`config.mk`:
```
export PLATFORM = sky130hd
export DESIGN_NAME = mrpnwp_top
export DESIGN_NICKNAME = d
export VERILOG_FILES = /design/src/mem_geom_pkg.sv /design/src/mem_port_pkg.sv /design/src/bank_if.sv /design/src/mrpnwp_write_path.sv /design/src/mrpnwp_read_path.sv /design/src/mrpnwp_bank_array.sv /design/src/mrpnwp_top.sv
export SDC_FILE = /design/constraint.sdc
export NUM_CORES = 2
export LEC_CHECK = 0
export BUFFER_PORTS_ARGS = -buffer_cell sky130_fd_sc_hd__buf_2
export CAP_MARGIN = 10
export CORE_MARGIN = 10
export CORE_UTILIZATION = 60
export CTS_BUF_LIST = sky130_fd_sc_hd__clkbuf_2
export DETAILED_ROUTE_END_ITERATION = 10
export PLACE_DENSITY = 0.76
export SLEW_MARGIN = 20
export SYNTH_ARGS = -nofsm -noshare
export SYNTH_HDL_FRONTEND = slang
export SYNTH_SLANG_ARGS = --single-unit
export TNS_END_PERCENT = 20
```
`constraint.sdc`:
```
create_clock -name clk -period 7.4 [get_ports clk]
set_input_delay 1.85 -clock clk [delete_from_list [all_inputs] [get_ports clk]]
set_output_delay 1.85 -clock clk [all_outputs]
set_load 0.02 [all_outputs]
```
`src/mem_geom_pkg.sv`:
```
`default_nettype none

package mem_geom_pkg;

  // Bank count and bank index width
  parameter int NUM_VBNK = 8;
  parameter int BIT_VBNK = 3;

  // Rows per bank
  parameter int NUM_VROW = 16;
  parameter int BIT_VROW = 4;

  // Physical address is bank on top of row
  parameter int BIT_PADR = BIT_VBNK + BIT_VROW;

  // One word per bank
  parameter int WIDTH = 16;

endpackage

`default_nettype wire

```
`src/mem_port_pkg.sv`:
```
`default_nettype none

package mem_port_pkg;

  import mem_geom_pkg::*;

  typedef logic [WIDTH-1:0] data_t;

  typedef logic [BIT_VBNK-1:0] bank_t;

  typedef logic [BIT_VROW-1:0] row_t;

  // Flat address or bank/row pair
  typedef union packed {
    logic [BIT_PADR-1:0] flat;
    struct packed {
      bank_t bank;
      row_t  row;
    } br;
  } padr_u;

endpackage

`default_nettype wire

```
`src/bank_if.sv`:
```
`timescale 1ns/1ps
`default_nettype none

interface bank_if
  import mem_geom_pkg::*;
  import mem_port_pkg::*;
();

  // Write command per bank
  logic [NUM_VBNK-1:0] wr_en;
  row_t                wr_row  [NUM_VBNK];
  data_t               wr_data [NUM_VBNK];

  // Read command and returned word per bank
  logic [NUM_VBNK-1:0] rd_en;
  row_t                rd_row  [NUM_VBNK];
  data_t               rd_data [NUM_VBNK];

  modport write_side (
    output wr_en,
    output wr_row,
    output wr_data
  );

  modport read_side (
    output rd_en,
    output rd_row,
    input  rd_data
  );

  modport array (
    input  wr_en,
    input  wr_row,
    input  wr_data,
    input  rd_en,
    input  rd_row,
    output rd_data
  );

endinterface

`default_nettype wire

```
`src/mrpnwp_write_path.sv`:
```
`timescale 1ns/1ps
`default_nettype none

module mrpnwp_write_path
  import mem_geom_pkg::*;
  import mem_port_pkg::*;
#(
  parameter int NUM_WRPT = 2,
  parameter int NUM_CMDL = 2
) (
  input  logic                clk,
  input  logic                rst_n,
  input  logic [NUM_WRPT-1:0] wr_en,
  input  padr_u               wr_addr [NUM_WRPT],
  input  data_t               wr_data [NUM_WRPT],
  bank_if.write_side          bnk
);

  localparam int NUM_GRPC = NUM_VBNK / NUM_CMDL;

  logic [NUM_VBNK-1:0] dec_en;
  row_t                dec_row  [NUM_VBNK];
  data_t               dec_data [NUM_VBNK];

  logic [NUM_VBNK-1:0] en_q   [NUM_GRPC];
  row_t                row_q  [NUM_GRPC][NUM_VBNK];
  data_t               data_q [NUM_GRPC][NUM_VBNK];

  // Port to bank decode, later ports overwrite earlier ones
  always_comb begin
    for (int b = 0; b < NUM_VBNK; b++) begin
      dec_en[b]   = 1'b0;
      dec_row[b]  = '0;
      dec_data[b] = '0;
      for (int p = 0; p < NUM_WRPT; p++) begin
        if (wr_en[p] && (wr_addr[p].br.bank == bank_t'(b))) begin
          dec_en[b]   = 1'b1;
          dec_row[b]  = wr_addr[p].br.row;
          dec_data[b] = wr_data[p];
        end
      end
    end
  end

  // One stage per command group
  always_ff @(posedge clk) begin
    if (!rst_n) begin
      for (int s = 0; s < NUM_GRPC; s++) begin
        en_q[s] <= '0;
      end
    end else begin
      en_q[0] <= dec_en;
      for (int s = 1; s < NUM_GRPC; s++) begin
        en_q[s] <= en_q[s-1];
      end
    end
  end

  always_ff @(posedge clk) begin
    row_q[0]  <= dec_row;
    data_q[0] <= dec_data;
    for (int s = 1; s < NUM_GRPC; s++) begin
      row_q[s]  <= row_q[s-1];
      data_q[s] <= data_q[s-1];
    end
  end

  // Each bank taps the stage of its own group
  for (genvar b = 0; b < NUM_VBNK; b++) begin : g_bank
    localparam int GRP = b / NUM_CMDL;

    assign bnk.wr_en[b]   = en_q[GRP][b];
    assign bnk.wr_row[b]  = row_q[GRP][b];
    assign bnk.wr_data[b] = data_q[GRP][b];
  end

endmodule

`default_nettype wire

```
`src/mrpnwp_read_path.sv`:
```
`timescale 1ns/1ps
`default_nettype none

module mrpnwp_read_path
  import mem_geom_pkg::*;
  import mem_port_pkg::*;
#(
  parameter int NUM_RDPT   = 2,
  parameter int NUM_CMDL   = 2,
  parameter int SRAM_DELAY = 1
) (
  input  logic                clk,
  input  logic                rst_n,
  input  logic [NUM_RDPT-1:0] rd_en,
  input  padr_u               rd_addr [NUM_RDPT],
  bank_if.read_side           bnk,
  output logic [NUM_RDPT-1:0] rd_vld,
  output padr_u               rd_padr [NUM_RDPT],
  output data_t               rd_dout [NUM_RDPT]
);

  localparam int NUM_GRPC   = NUM_VBNK / NUM_CMDL;
  localparam int RD_LATENCY = 1 + SRAM_DELAY + NUM_GRPC;

  logic [NUM_VBNK-1:0] dec_en;
  row_t                dec_row [NUM_VBNK];
  logic [NUM_VBNK-1:0] dec_sel [NUM_RDPT];

  logic [NUM_VBNK-1:0] cmd_en_q  [NUM_GRPC];
  row_t                cmd_row_q [NUM_GRPC][NUM_VBNK];

  // Port select per bank, aligned later with each bank's word
  logic [NUM_VBNK-1:0] sel_q [RD_LATENCY][NUM_RDPT];

  logic [NUM_RDPT-1:0] vld_q  [RD_LATENCY+1];
  padr_u               padr_q [RD_LATENCY+1][NUM_RDPT];

  // Collection chain, one link per bank plus the seed
  data_t link [NUM_RDPT][NUM_VBNK+1];

  always_comb begin
    for (int b = 0; b < NUM_VBNK; b++) begin
      dec_en[b]  = 1'b0;
      dec_row[b] = '0;
      for (int p = 0; p < NUM_RDPT; p++) begin
        dec_sel[p][b] = rd_en[p] && (rd_addr[p].br.bank == bank_t'(b));
        // Highest port picks the row
        if (dec_sel[p][b]) begin
          dec_en[b]  = 1'b1;
          dec_row[b] = rd_addr[p].br.row;
        end
      end
    end
  end

  always_ff @(posedge clk) begin
    if (!rst_n) begin
      for (int s = 0; s < NUM_GRPC; s++) begin
        cmd_en_q[s] <= '0;
      end
    end else begin
      cmd_en_q[0] <= dec_en;
      for (int s = 1; s < NUM_GRPC; s++) begin
        cmd_en_q[s] <= cmd_en_q[s-1];
      end
    end
  end

  always_ff @(posedge clk) begin
    cmd_row_q[0] <= dec_row;
    for (int s = 1; s < NUM_GRPC; s++) begin
      cmd_row_q[s] <= cmd_row_q[s-1];
    end
    sel_q[0] <= dec_sel;
    for (int s = 1; s < RD_LATENCY; s++) begin
      sel_q[s] <= sel_q[s-1];
    end
  end

  // Valid and address follow the read to the output
  always_ff @(posedge clk) begin
    if (!rst_n) begin
      for (int s = 0; s <= RD_LATENCY; s++) begin
        vld_q[s] <= '0;
      end
    end else begin
      vld_q[0] <= rd_en;
      for (int s = 1; s <= RD_LATENCY; s++) begin
        vld_q[s] <= vld_q[s-1];
      end
    end
  end

  always_ff @(posedge clk) begin
    padr_q[0] <= rd_addr;
    for (int s = 1; s <= RD_LATENCY; s++) begin
      padr_q[s] <= padr_q[s-1];
    end
  end

  assign rd_vld  = vld_q[RD_LATENCY];
  assign rd_padr = padr_q[RD_LATENCY];

  for (genvar b = 0; b < NUM_VBNK; b++) begin : g_cmd
    assign bnk.rd_en[b]  = cmd_en_q[b / NUM_CMDL][b];
    assign bnk.rd_row[b] = cmd_row_q[b / NUM_CMDL][b];
  end

  for (genvar p = 0; p < NUM_RDPT; p++) begin : g_port
    assign link[p][0] = '0;

    for (genvar b = 0; b < NUM_VBNK; b++) begin : g_bank
      // Word of a group g bank shows up g+1+SRAM_DELAY edges after the read
      localparam int SEL_STAGE = b / NUM_CMDL + 1 + SRAM_DELAY;

      data_t pick;

      assign pick = sel_q[SEL_STAGE][p][b] ? bnk.rd_data[b] : link[p][b];

      if ((b % NUM_CMDL) == (NUM_CMDL - 1)) begin : g_reg
        always_ff @(posedge clk) begin
          link[p][b+1] <= pick;
        end
      end else begin : g_pass
        assign link[p][b+1] = pick;
      end
    end

    assign rd_dout[p] = link[p][NUM_VBNK];
  end

endmodule

`default_nettype wire

```
`src/mrpnwp_bank_array.sv`:
```
`timescale 1ns/1ps
`default_nettype none

module mrpnwp_bank_array
  import mem_geom_pkg::*;
  import mem_port_pkg::*;
#(
  parameter int SRAM_DELAY = 1
) (
  input  logic   clk,
  bank_if.array  bnk
);

  data_t mem [NUM_VBNK][NUM_VROW];

  // Capture register followed by SRAM_DELAY output stages
  data_t rd_pipe [NUM_VBNK][SRAM_DELAY+1];

  for (genvar b = 0; b < NUM_VBNK; b++) begin : g_bank

    // Read samples the old word when a write hits the same row
    always_ff @(posedge clk) begin
      if (bnk.rd_en[b]) begin
        rd_pipe[b][0] <= mem[b][bnk.rd_row[b]];
      end
      for (int s = 1; s <= SRAM_DELAY; s++) begin
        rd_pipe[b][s] <= rd_pipe[b][s-1];
      end
    end

    always_ff @(posedge clk) begin
      if (bnk.wr_en[b]) begin
        mem[b][bnk.wr_row[b]] <= bnk.wr_data[b];
      end
    end

    assign bnk.rd_data[b] = rd_pipe[b][SRAM_DELAY];
  end

endmodule

`default_nettype wire

```
`src/mrpnwp_top.sv`:
```
`timescale 1ns/1ps
`default_nettype none

module mrpnwp_top
  import mem_geom_pkg::*;
  import mem_port_pkg::*;
#(
  parameter int NUM_WRPT   = 2,
  parameter int NUM_RDPT   = 2,
  parameter int NUM_CMDL   = 2,
  parameter int SRAM_DELAY = 1
) (
  input  logic                clk,
  input  logic                rst_n,
  input  logic [NUM_WRPT-1:0] wr_en,
  input  logic [BIT_PADR-1:0] wr_addr [NUM_WRPT],
  input  data_t               wr_data [NUM_WRPT],
  input  logic [NUM_RDPT-1:0] rd_en,
  input  logic [BIT_PADR-1:0] rd_addr [NUM_RDPT],
  output logic [NUM_RDPT-1:0] rd_vld,
  output logic [BIT_PADR-1:0] rd_padr [NUM_RDPT],
  output data_t               rd_dout [NUM_RDPT]
);

  padr_u wr_padr     [NUM_WRPT];
  padr_u rd_padr_in  [NUM_RDPT];
  padr_u rd_padr_out [NUM_RDPT];

  // Flat addresses at the pins
  for (genvar p = 0; p < NUM_WRPT; p++) begin : g_wr
    assign wr_padr[p].flat = wr_addr[p];
  end

  for (genvar p = 0; p < NUM_RDPT; p++) begin : g_rd
    assign rd_padr_in[p].flat = rd_addr[p];
    assign rd_padr[p]         = rd_padr_out[p].flat;
  end

  bank_if bnk ();

  mrpnwp_write_path #(
    .NUM_WRPT (NUM_WRPT),
    .NUM_CMDL (NUM_CMDL)
  ) u_write_path (
    .clk     (clk),
    .rst_n   (rst_n),
    .wr_en   (wr_en),
    .wr_addr (wr_padr),
    .wr_data (wr_data),
    .bnk     (bnk.write_side)
  );

  mrpnwp_read_path #(
    .NUM_RDPT   (NUM_RDPT),
    .NUM_CMDL   (NUM_CMDL),
    .SRAM_DELAY (SRAM_DELAY)
  ) u_read_path (
    .clk     (clk),
    .rst_n   (rst_n),
    .rd_en   (rd_en),
    .rd_addr (rd_padr_in),
    .bnk     (bnk.read_side),
    .rd_vld  (rd_vld),
    .rd_padr (rd_padr_out),
    .rd_dout (rd_dout)
  );

  mrpnwp_bank_array #(
    .SRAM_DELAY (SRAM_DELAY)
  ) u_bank_array (
    .clk (clk),
    .bnk (bnk.array)
  );

endmodule

`default_nettype wire

```
; ---- After elaboration in Yosys (flattened, before gate mapping)
; Memories as Yosys holds them, arrays and structs flattened.
; Index checks and enable logic that the tools add are counted.
[op_classes]
mux = 185
n_reduce_logical = 44
n_bitwise = 31
order_cmp = 24
n_eq_ne = 28
[ops]
columns = op, count
row1 = two-way mux 256 bit, 8
row2 = two-way mux 16 bit, 56
row3 = binary-select mux 16 bit (select 4 bit), 8
row4 = demux 16 bit (select 4 bit), 8
row5 = two-way mux 4 bit, 32
row6 = ">= comparator 5 bit, second input constant", 16
row7 = NOT 4 -> 5 bit, 16
row8 = two-way mux 8 bit, 8
row9 = two-way mux 1 bit, 58
row10 = "== test 3 bit, second input constant", 16
row11 = logical AND 1 bit, 40
row12 = "< comparator 5 x 1 -> 1 bit, second input constant", 8
row13 = "== test 3 x 2 -> 1 bit, second input constant", 8
row14 = OR 1 bit, 15
row15 = two-way mux 2 bit, 7
row16 = "== test 3 x 1 -> 1 bit, second input constant", 4
row17 = logical NOT 3 bit, 4
[word_totals]
ramBits = 3344
inputBits = 66
reg_bits = 128
mem_count = 10
output_inout_bits = 48
wordCells = 330
[mem_list]
columns = name, depth, width, rd, rd_ports_with_merged_regs, write_ports, line
row1 = u_bank_array.mem, 8, 256, 8, 0, 8, mrpnwp_bank_array.sv:14  ; data_t mem [NUM_VBNK][NUM_VROW];
row2 = u_write_path.data_q, 4, 128, 4, 0, 4, mrpnwp_write_path.sv:27  ; data_t data_q [NUM_GRPC][NUM_VBNK];
row3 = u_bank_array.rd_pipe, 8, 32, 8, 0, 8, mrpnwp_bank_array.sv:17  ; data_t rd_pipe [NUM_VBNK][SRAM_DELAY+1];
row4 = u_read_path.cmd_row_q, 4, 32, 4, 0, 4, mrpnwp_read_path.sv:30  ; row_t cmd_row_q [NUM_GRPC][NUM_VBNK];
row5 = u_write_path.row_q, 4, 32, 4, 0, 4, mrpnwp_write_path.sv:26  ; row_t row_q [NUM_GRPC][NUM_VBNK];
row6 = u_read_path.padr_q, 7, 14, 7, 0, 7, mrpnwp_read_path.sv:36  ; padr_u padr_q [RD_LATENCY+1][NUM_RDPT];
row7 = +4 memories, -, -, -, -, -, -

; ---- Depth between registers and ports, before layout
; An unclocked memory read counts as a cell.
[depth]
word_depth = 7
depth_mapped = 5
mapped_depth_nobuf = 3

; ---- By module
; Synthesis repeated with hierarchy kept, for this count alone.
[unflattened]
cells_unflattened = 5523
area_unflattened_um2 = 109059.6
[modules_own_cells]
columns = module, area_each_um2, seq_area_each_um2, n_inst, cells_each
row1 = mrpnwp_bank_array, 85677.2, 67905.1, 1, 3712
row2 = mrpnwp_read_path, 11932.7, 8247.9, 1, 981
row3 = mrpnwp_write_path, 11449.7, 8408.1, 1, 830

; ---- Least setup slack after synthesis
; Ideal clock, no wire load.
[synth_timing]
kind = input -> register
from = in wr_addr[12] in the netlist's numbering
to = mem u_write_path.data_q[0][100] in the netlist's numbering
path_stages = 5
setup_ns = 0.059
arrival_time_ns = 2.749
path_slack_ns = 4.592
t_required_ns = 7.341
path_buffers = 2
cell_sequence = nand2b_1 -> clkbuf_1 -> nor4b_2 -> buf_2 -> a22o_1
[synth_lines]
columns = element, line
row1 = start: declaration, mrpnwp_top.sv:16  ; input logic [BIT_PADR-1:0] wr_addr [NUM_WRPT],
row2 = end: declaration, mrpnwp_write_path.sv:27

; ---- Worst setup path in the final report
[layout_timing]
from = reg u_read_path.link (netlist bit u_read_path.rd_dout[4])
to = out rd_dout[4] in the netlist's numbering
[layout_lines]
columns = element, line
row1 = start: declaration, mrpnwp_read_path.sv:39  ; data_t link [NUM_RDPT][NUM_VBNK+1];
row2 = start signal: indexed assignment, mrpnwp_read_path.sv:122  ; link[p][b+1] <= pick;
row3 = end: declaration, mrpnwp_top.sv:22  ; output data_t rd_dout [NUM_RDPT]
; No word-level cell between the ends.

==> impl_metrics.env <==
export IMPL_synth_nets=5308
export IMPL_critical_path_arrival_ns=2.52
export IMPL_die_area_sq_mm=0.1965
export IMPL_synth_compound_area_share_pct=4.112
export IMPL_num_rows=155
export IMPL_crit_type="register to output port"
export IMPL_pre_cts_ws_ns=3.509
export IMPL_r2r_cells=4
export IMPL_seq_area_frac_synth_pct=78.66
export IMPL_place_gp_congestion=0.9191
export IMPL_first_iter_violations=5986
export IMPL_outcome="finished, final reports clean"
export IMPL_antenna_found_initial=18
export IMPL_clockBufferDepth=4
export IMPL_grt_pass1_wl_mm=351.1
export IMPL_seqCellArea_sq_mm=0.08461
export IMPL_clock_latency_ns=1.93
export IMPL_skew_ns=0.1543
export IMPL_worstSetupStartpointType="register"
export IMPL_fin_nets=5966
export IMPL_finalHoldViolCount=0
export IMPL_r2r_start="u_read_path.cmd_row_q[0][28]$_DFF_P_"
export IMPL_path_delay_family="flip-flops"
export IMPL_grt_pass1_vias=53520
export IMPL_synth_seq_cells=3136
export IMPL_dr_pass1_iters=7
export IMPL_cts_sinks=3136
export IMPL_port_buffer_count=113
export IMPL_grt_max_degree=65
export IMPL_slew_viol_final=0
export IMPL_min_path_type="input pin to register"
export IMPL_min_path_cells=1
export IMPL_cp_max_fo=1
export IMPL_fmax_ghz=0.2287
export IMPL_crit_buf_inv=1
export IMPL_syn2layout_area_growth_pct=8.510
export IMPL_setup_viol=0
export IMPL_cp_end_kind="output port"
export IMPL_vdd_drop_max_mv=0.1995
export IMPL_grt_ovfl_total=0
export IMPL_place_detailed_hpwl_mm=144.9
export IMPL_vias_per_cell=5.999
export IMPL_fill_cells=11680
export IMPL_leakagePower_nw=42.78
export IMPL_layout_drive_gt1_share_pct=27.96
export IMPL_cp_cell_sequence="buf_2"
export IMPL_die_y_um=443.3
export IMPL_maxSlewHeadroom_pct=16.32
export IMPL_synth_distinct_cells=37
export IMPL_synth_area_sq_mm=0.1075
export IMPL_vias=53180
export IMPL_yosys_area_share_simple_pct=2.522
export IMPL_ant_nets=0
export IMPL_io_pin_count=114
export IMPL_synth_mux_area_share_pct=12.39
export IMPL_synth_top_family_by_area="multiplexers"
export IMPL_start_util_pct=60.32
export IMPL_period_needed_ns=4.373
export IMPL_setup_tns_ns=0
export IMPL_synth_warnings=0
export IMPL_cpMaxStageDelayCell="dfxtp_1"
export IMPL_powerDensity_mw_per_mm2=260.5
export IMPL_drv_cap=0
export IMPL_holdCritStartpoint="rd_addr[12]"
export IMPL_crit_required_ns=5.55
export IMPL_syn_inst=5242
export IMPL_avgSynthCellArea_sq_um=20.51
export IMPL_max_stage_delay_ns=0.40
export IMPL_multi_input_area_sq_mm=0.02073
export IMPL_die_w_um=443.3
export IMPL_fin_ws_ns=3.027
export IMPL_h_tree_depth=6
export IMPL_cts_root_buf="clkbuf_2"
export IMPL_synthAdderAreaFrac_pct=0
export IMPL_cp_num_cells=1
export IMPL_finalCritPeriodShare_pct=59.10
export IMPL_cts_setup_buffers=0
export IMPL_clkTransAtPathRegs_ns=0.12
export IMPL_synth_xor_area_share_pct=0
export IMPL_cts_tree="done"
export IMPL_cts_buffers=722
export IMPL_drc=0
export IMPL_tightest_slew_ns=1.255
export IMPL_post_route_util_pct=65.45
export IMPL_core_area_sq_mm=0.1782
export IMPL_grt_use_total_pct=24.38
export IMPL_route_detailed_wl_per_inst_um=27.45
export IMPL_critPathLaunch="u_read_path.rd_dout[4]$_DFF_P_"
export IMPL_wl_mm=243.3
export IMPL_rsz0062_at_grt="no"
[Yosys cell counts, drive strengths merged]
cell	instances	area share [%]
nand2	270	0.94
a22o	207	1.7
dfxtp	960	18
or3b	8	0.065
nor4bb	3	0.028
and4b	6	0.056
and4bb	3	0.035
clkbuf	147	0.92
nand2b	20	0.12
o21ai	113	0.53
buf	183	1.3
nor2b	17	0.099
edfxtp	2176	61
nor3b	4	0.028
nand3b	16	0.11
mux4	512	11
mux2i	96	0.89
nor4b	6	0.084
a22oi	256	1.8
clkdlybuf4s50	7	0.073
and4	2	0.016
nor3	44	0.20
o21a	16	0.11
nor2	112	0.39
and2	46	0.27
nor4	4	0.035
nand3	8	0.037
[repair_timing]
| item | 4_1_cts | 5_1_grt |
|---|---|---|
| hold endpoints to repair | 1 | 0 |
| gates resized for setup | 0 | 0 |
| hold buffers | 1 | 0 |
[final timing paths]
path | to | slack, ns
max | rd_dout[4] | 3.03
min | u_read_path.padr_q[0][12]$_DFF_P_ | 0.18
max reg2reg | u_bank_array.rd_pipe[0][31]$_DFFE_PP_ | 4.55
min reg2reg | u_read_path.padr_q[4][12]$_DFF_P_ | 0.25
[per-stage QoR]
step	area (sq um)	instances	power, mW	hold slack (ns)
after floorplan	107500	5242	19.76	0.3096
after global placement	110000	7529	20.02	0.3101
after detailed placement	110000	7529	20.04	0.3121
after CTS	116500	8828	30.55	0.04226
after global routing	116600	8847	31.54	0.06632
final	116700	8865	30.39	0.1781
[area by class of cell]
class / instances / share of cell area [%]
diodes: 36 / 0.07723
clock buffers: 1103 / 4.732
clock inverters: 195 / 0.8624
multi-input cells: 1769 / 17.77
flip-flops and latches: 3136 / 72.53
well taps: 2355 / 2.526
repair buffers: 271 / 1.507
[logic make-up (layout without fill, tap and decap cells)]
kind of cell	count (synthesis)	in the layout
AO/OA/AOI/OAI	592	592
buffers and inverters	337	1569
flip-flops	3136	3136
multiplexers	608	608
other	0	36
AND/OR/NAND/NOR	569	569
[cells in the final DEF (no fill, tap or decap), drive strengths merged, types with 9 or more instances in the layout]
cell,count
a22o,207
a22oi,256
and2,46
buf,270
bufinv,9
clkbuf,1103
clkinv,172
dfxtp,960
diode,36
edfxtp,2176
inv,12
mux2i,96
mux4,512
nand2,270
nand2b,20
nand3b,16
nor2,112
nor2b,17
nor3,44
o21a,16
o21ai,113
[power breakdown]
part,total (mW),leakage (nW),switching (mW),internal (mW)
logic,0.620,7.65,0.409,0.210
clock network,10.7,5.08,6.48,4.25
registers,19.0,30.0,0.224,18.8
total,30.4,42.8,7.11,23.3
[flip-flops by register name, summed over array words and instances, names as in the netlist]
name and flops:
u_bank_array.mem 2048, u_write_path.data_q 320, u_bank_array.rd_pipe 256, u_read_path.padr_q 98, u_read_path.link 96, u_read_path.cmd_row_q 80, u_write_path.row_q 80, u_read_path.sel_q 72
u_read_path.rd_dout 32, u_read_path.cmd_en_q 20, u_write_path.en_q 20, u_read_path.vld_q 14
[metal layers]
layer | global-route usage [%] | share of wire, %
met1 | 32.30 | 38
met3 | 6.786 | 10
met4 | 12.59 | 4.9
met5 | 0 | 0.023
met2 | 37.28 | 47
Power figures use the tool's default switching activity.
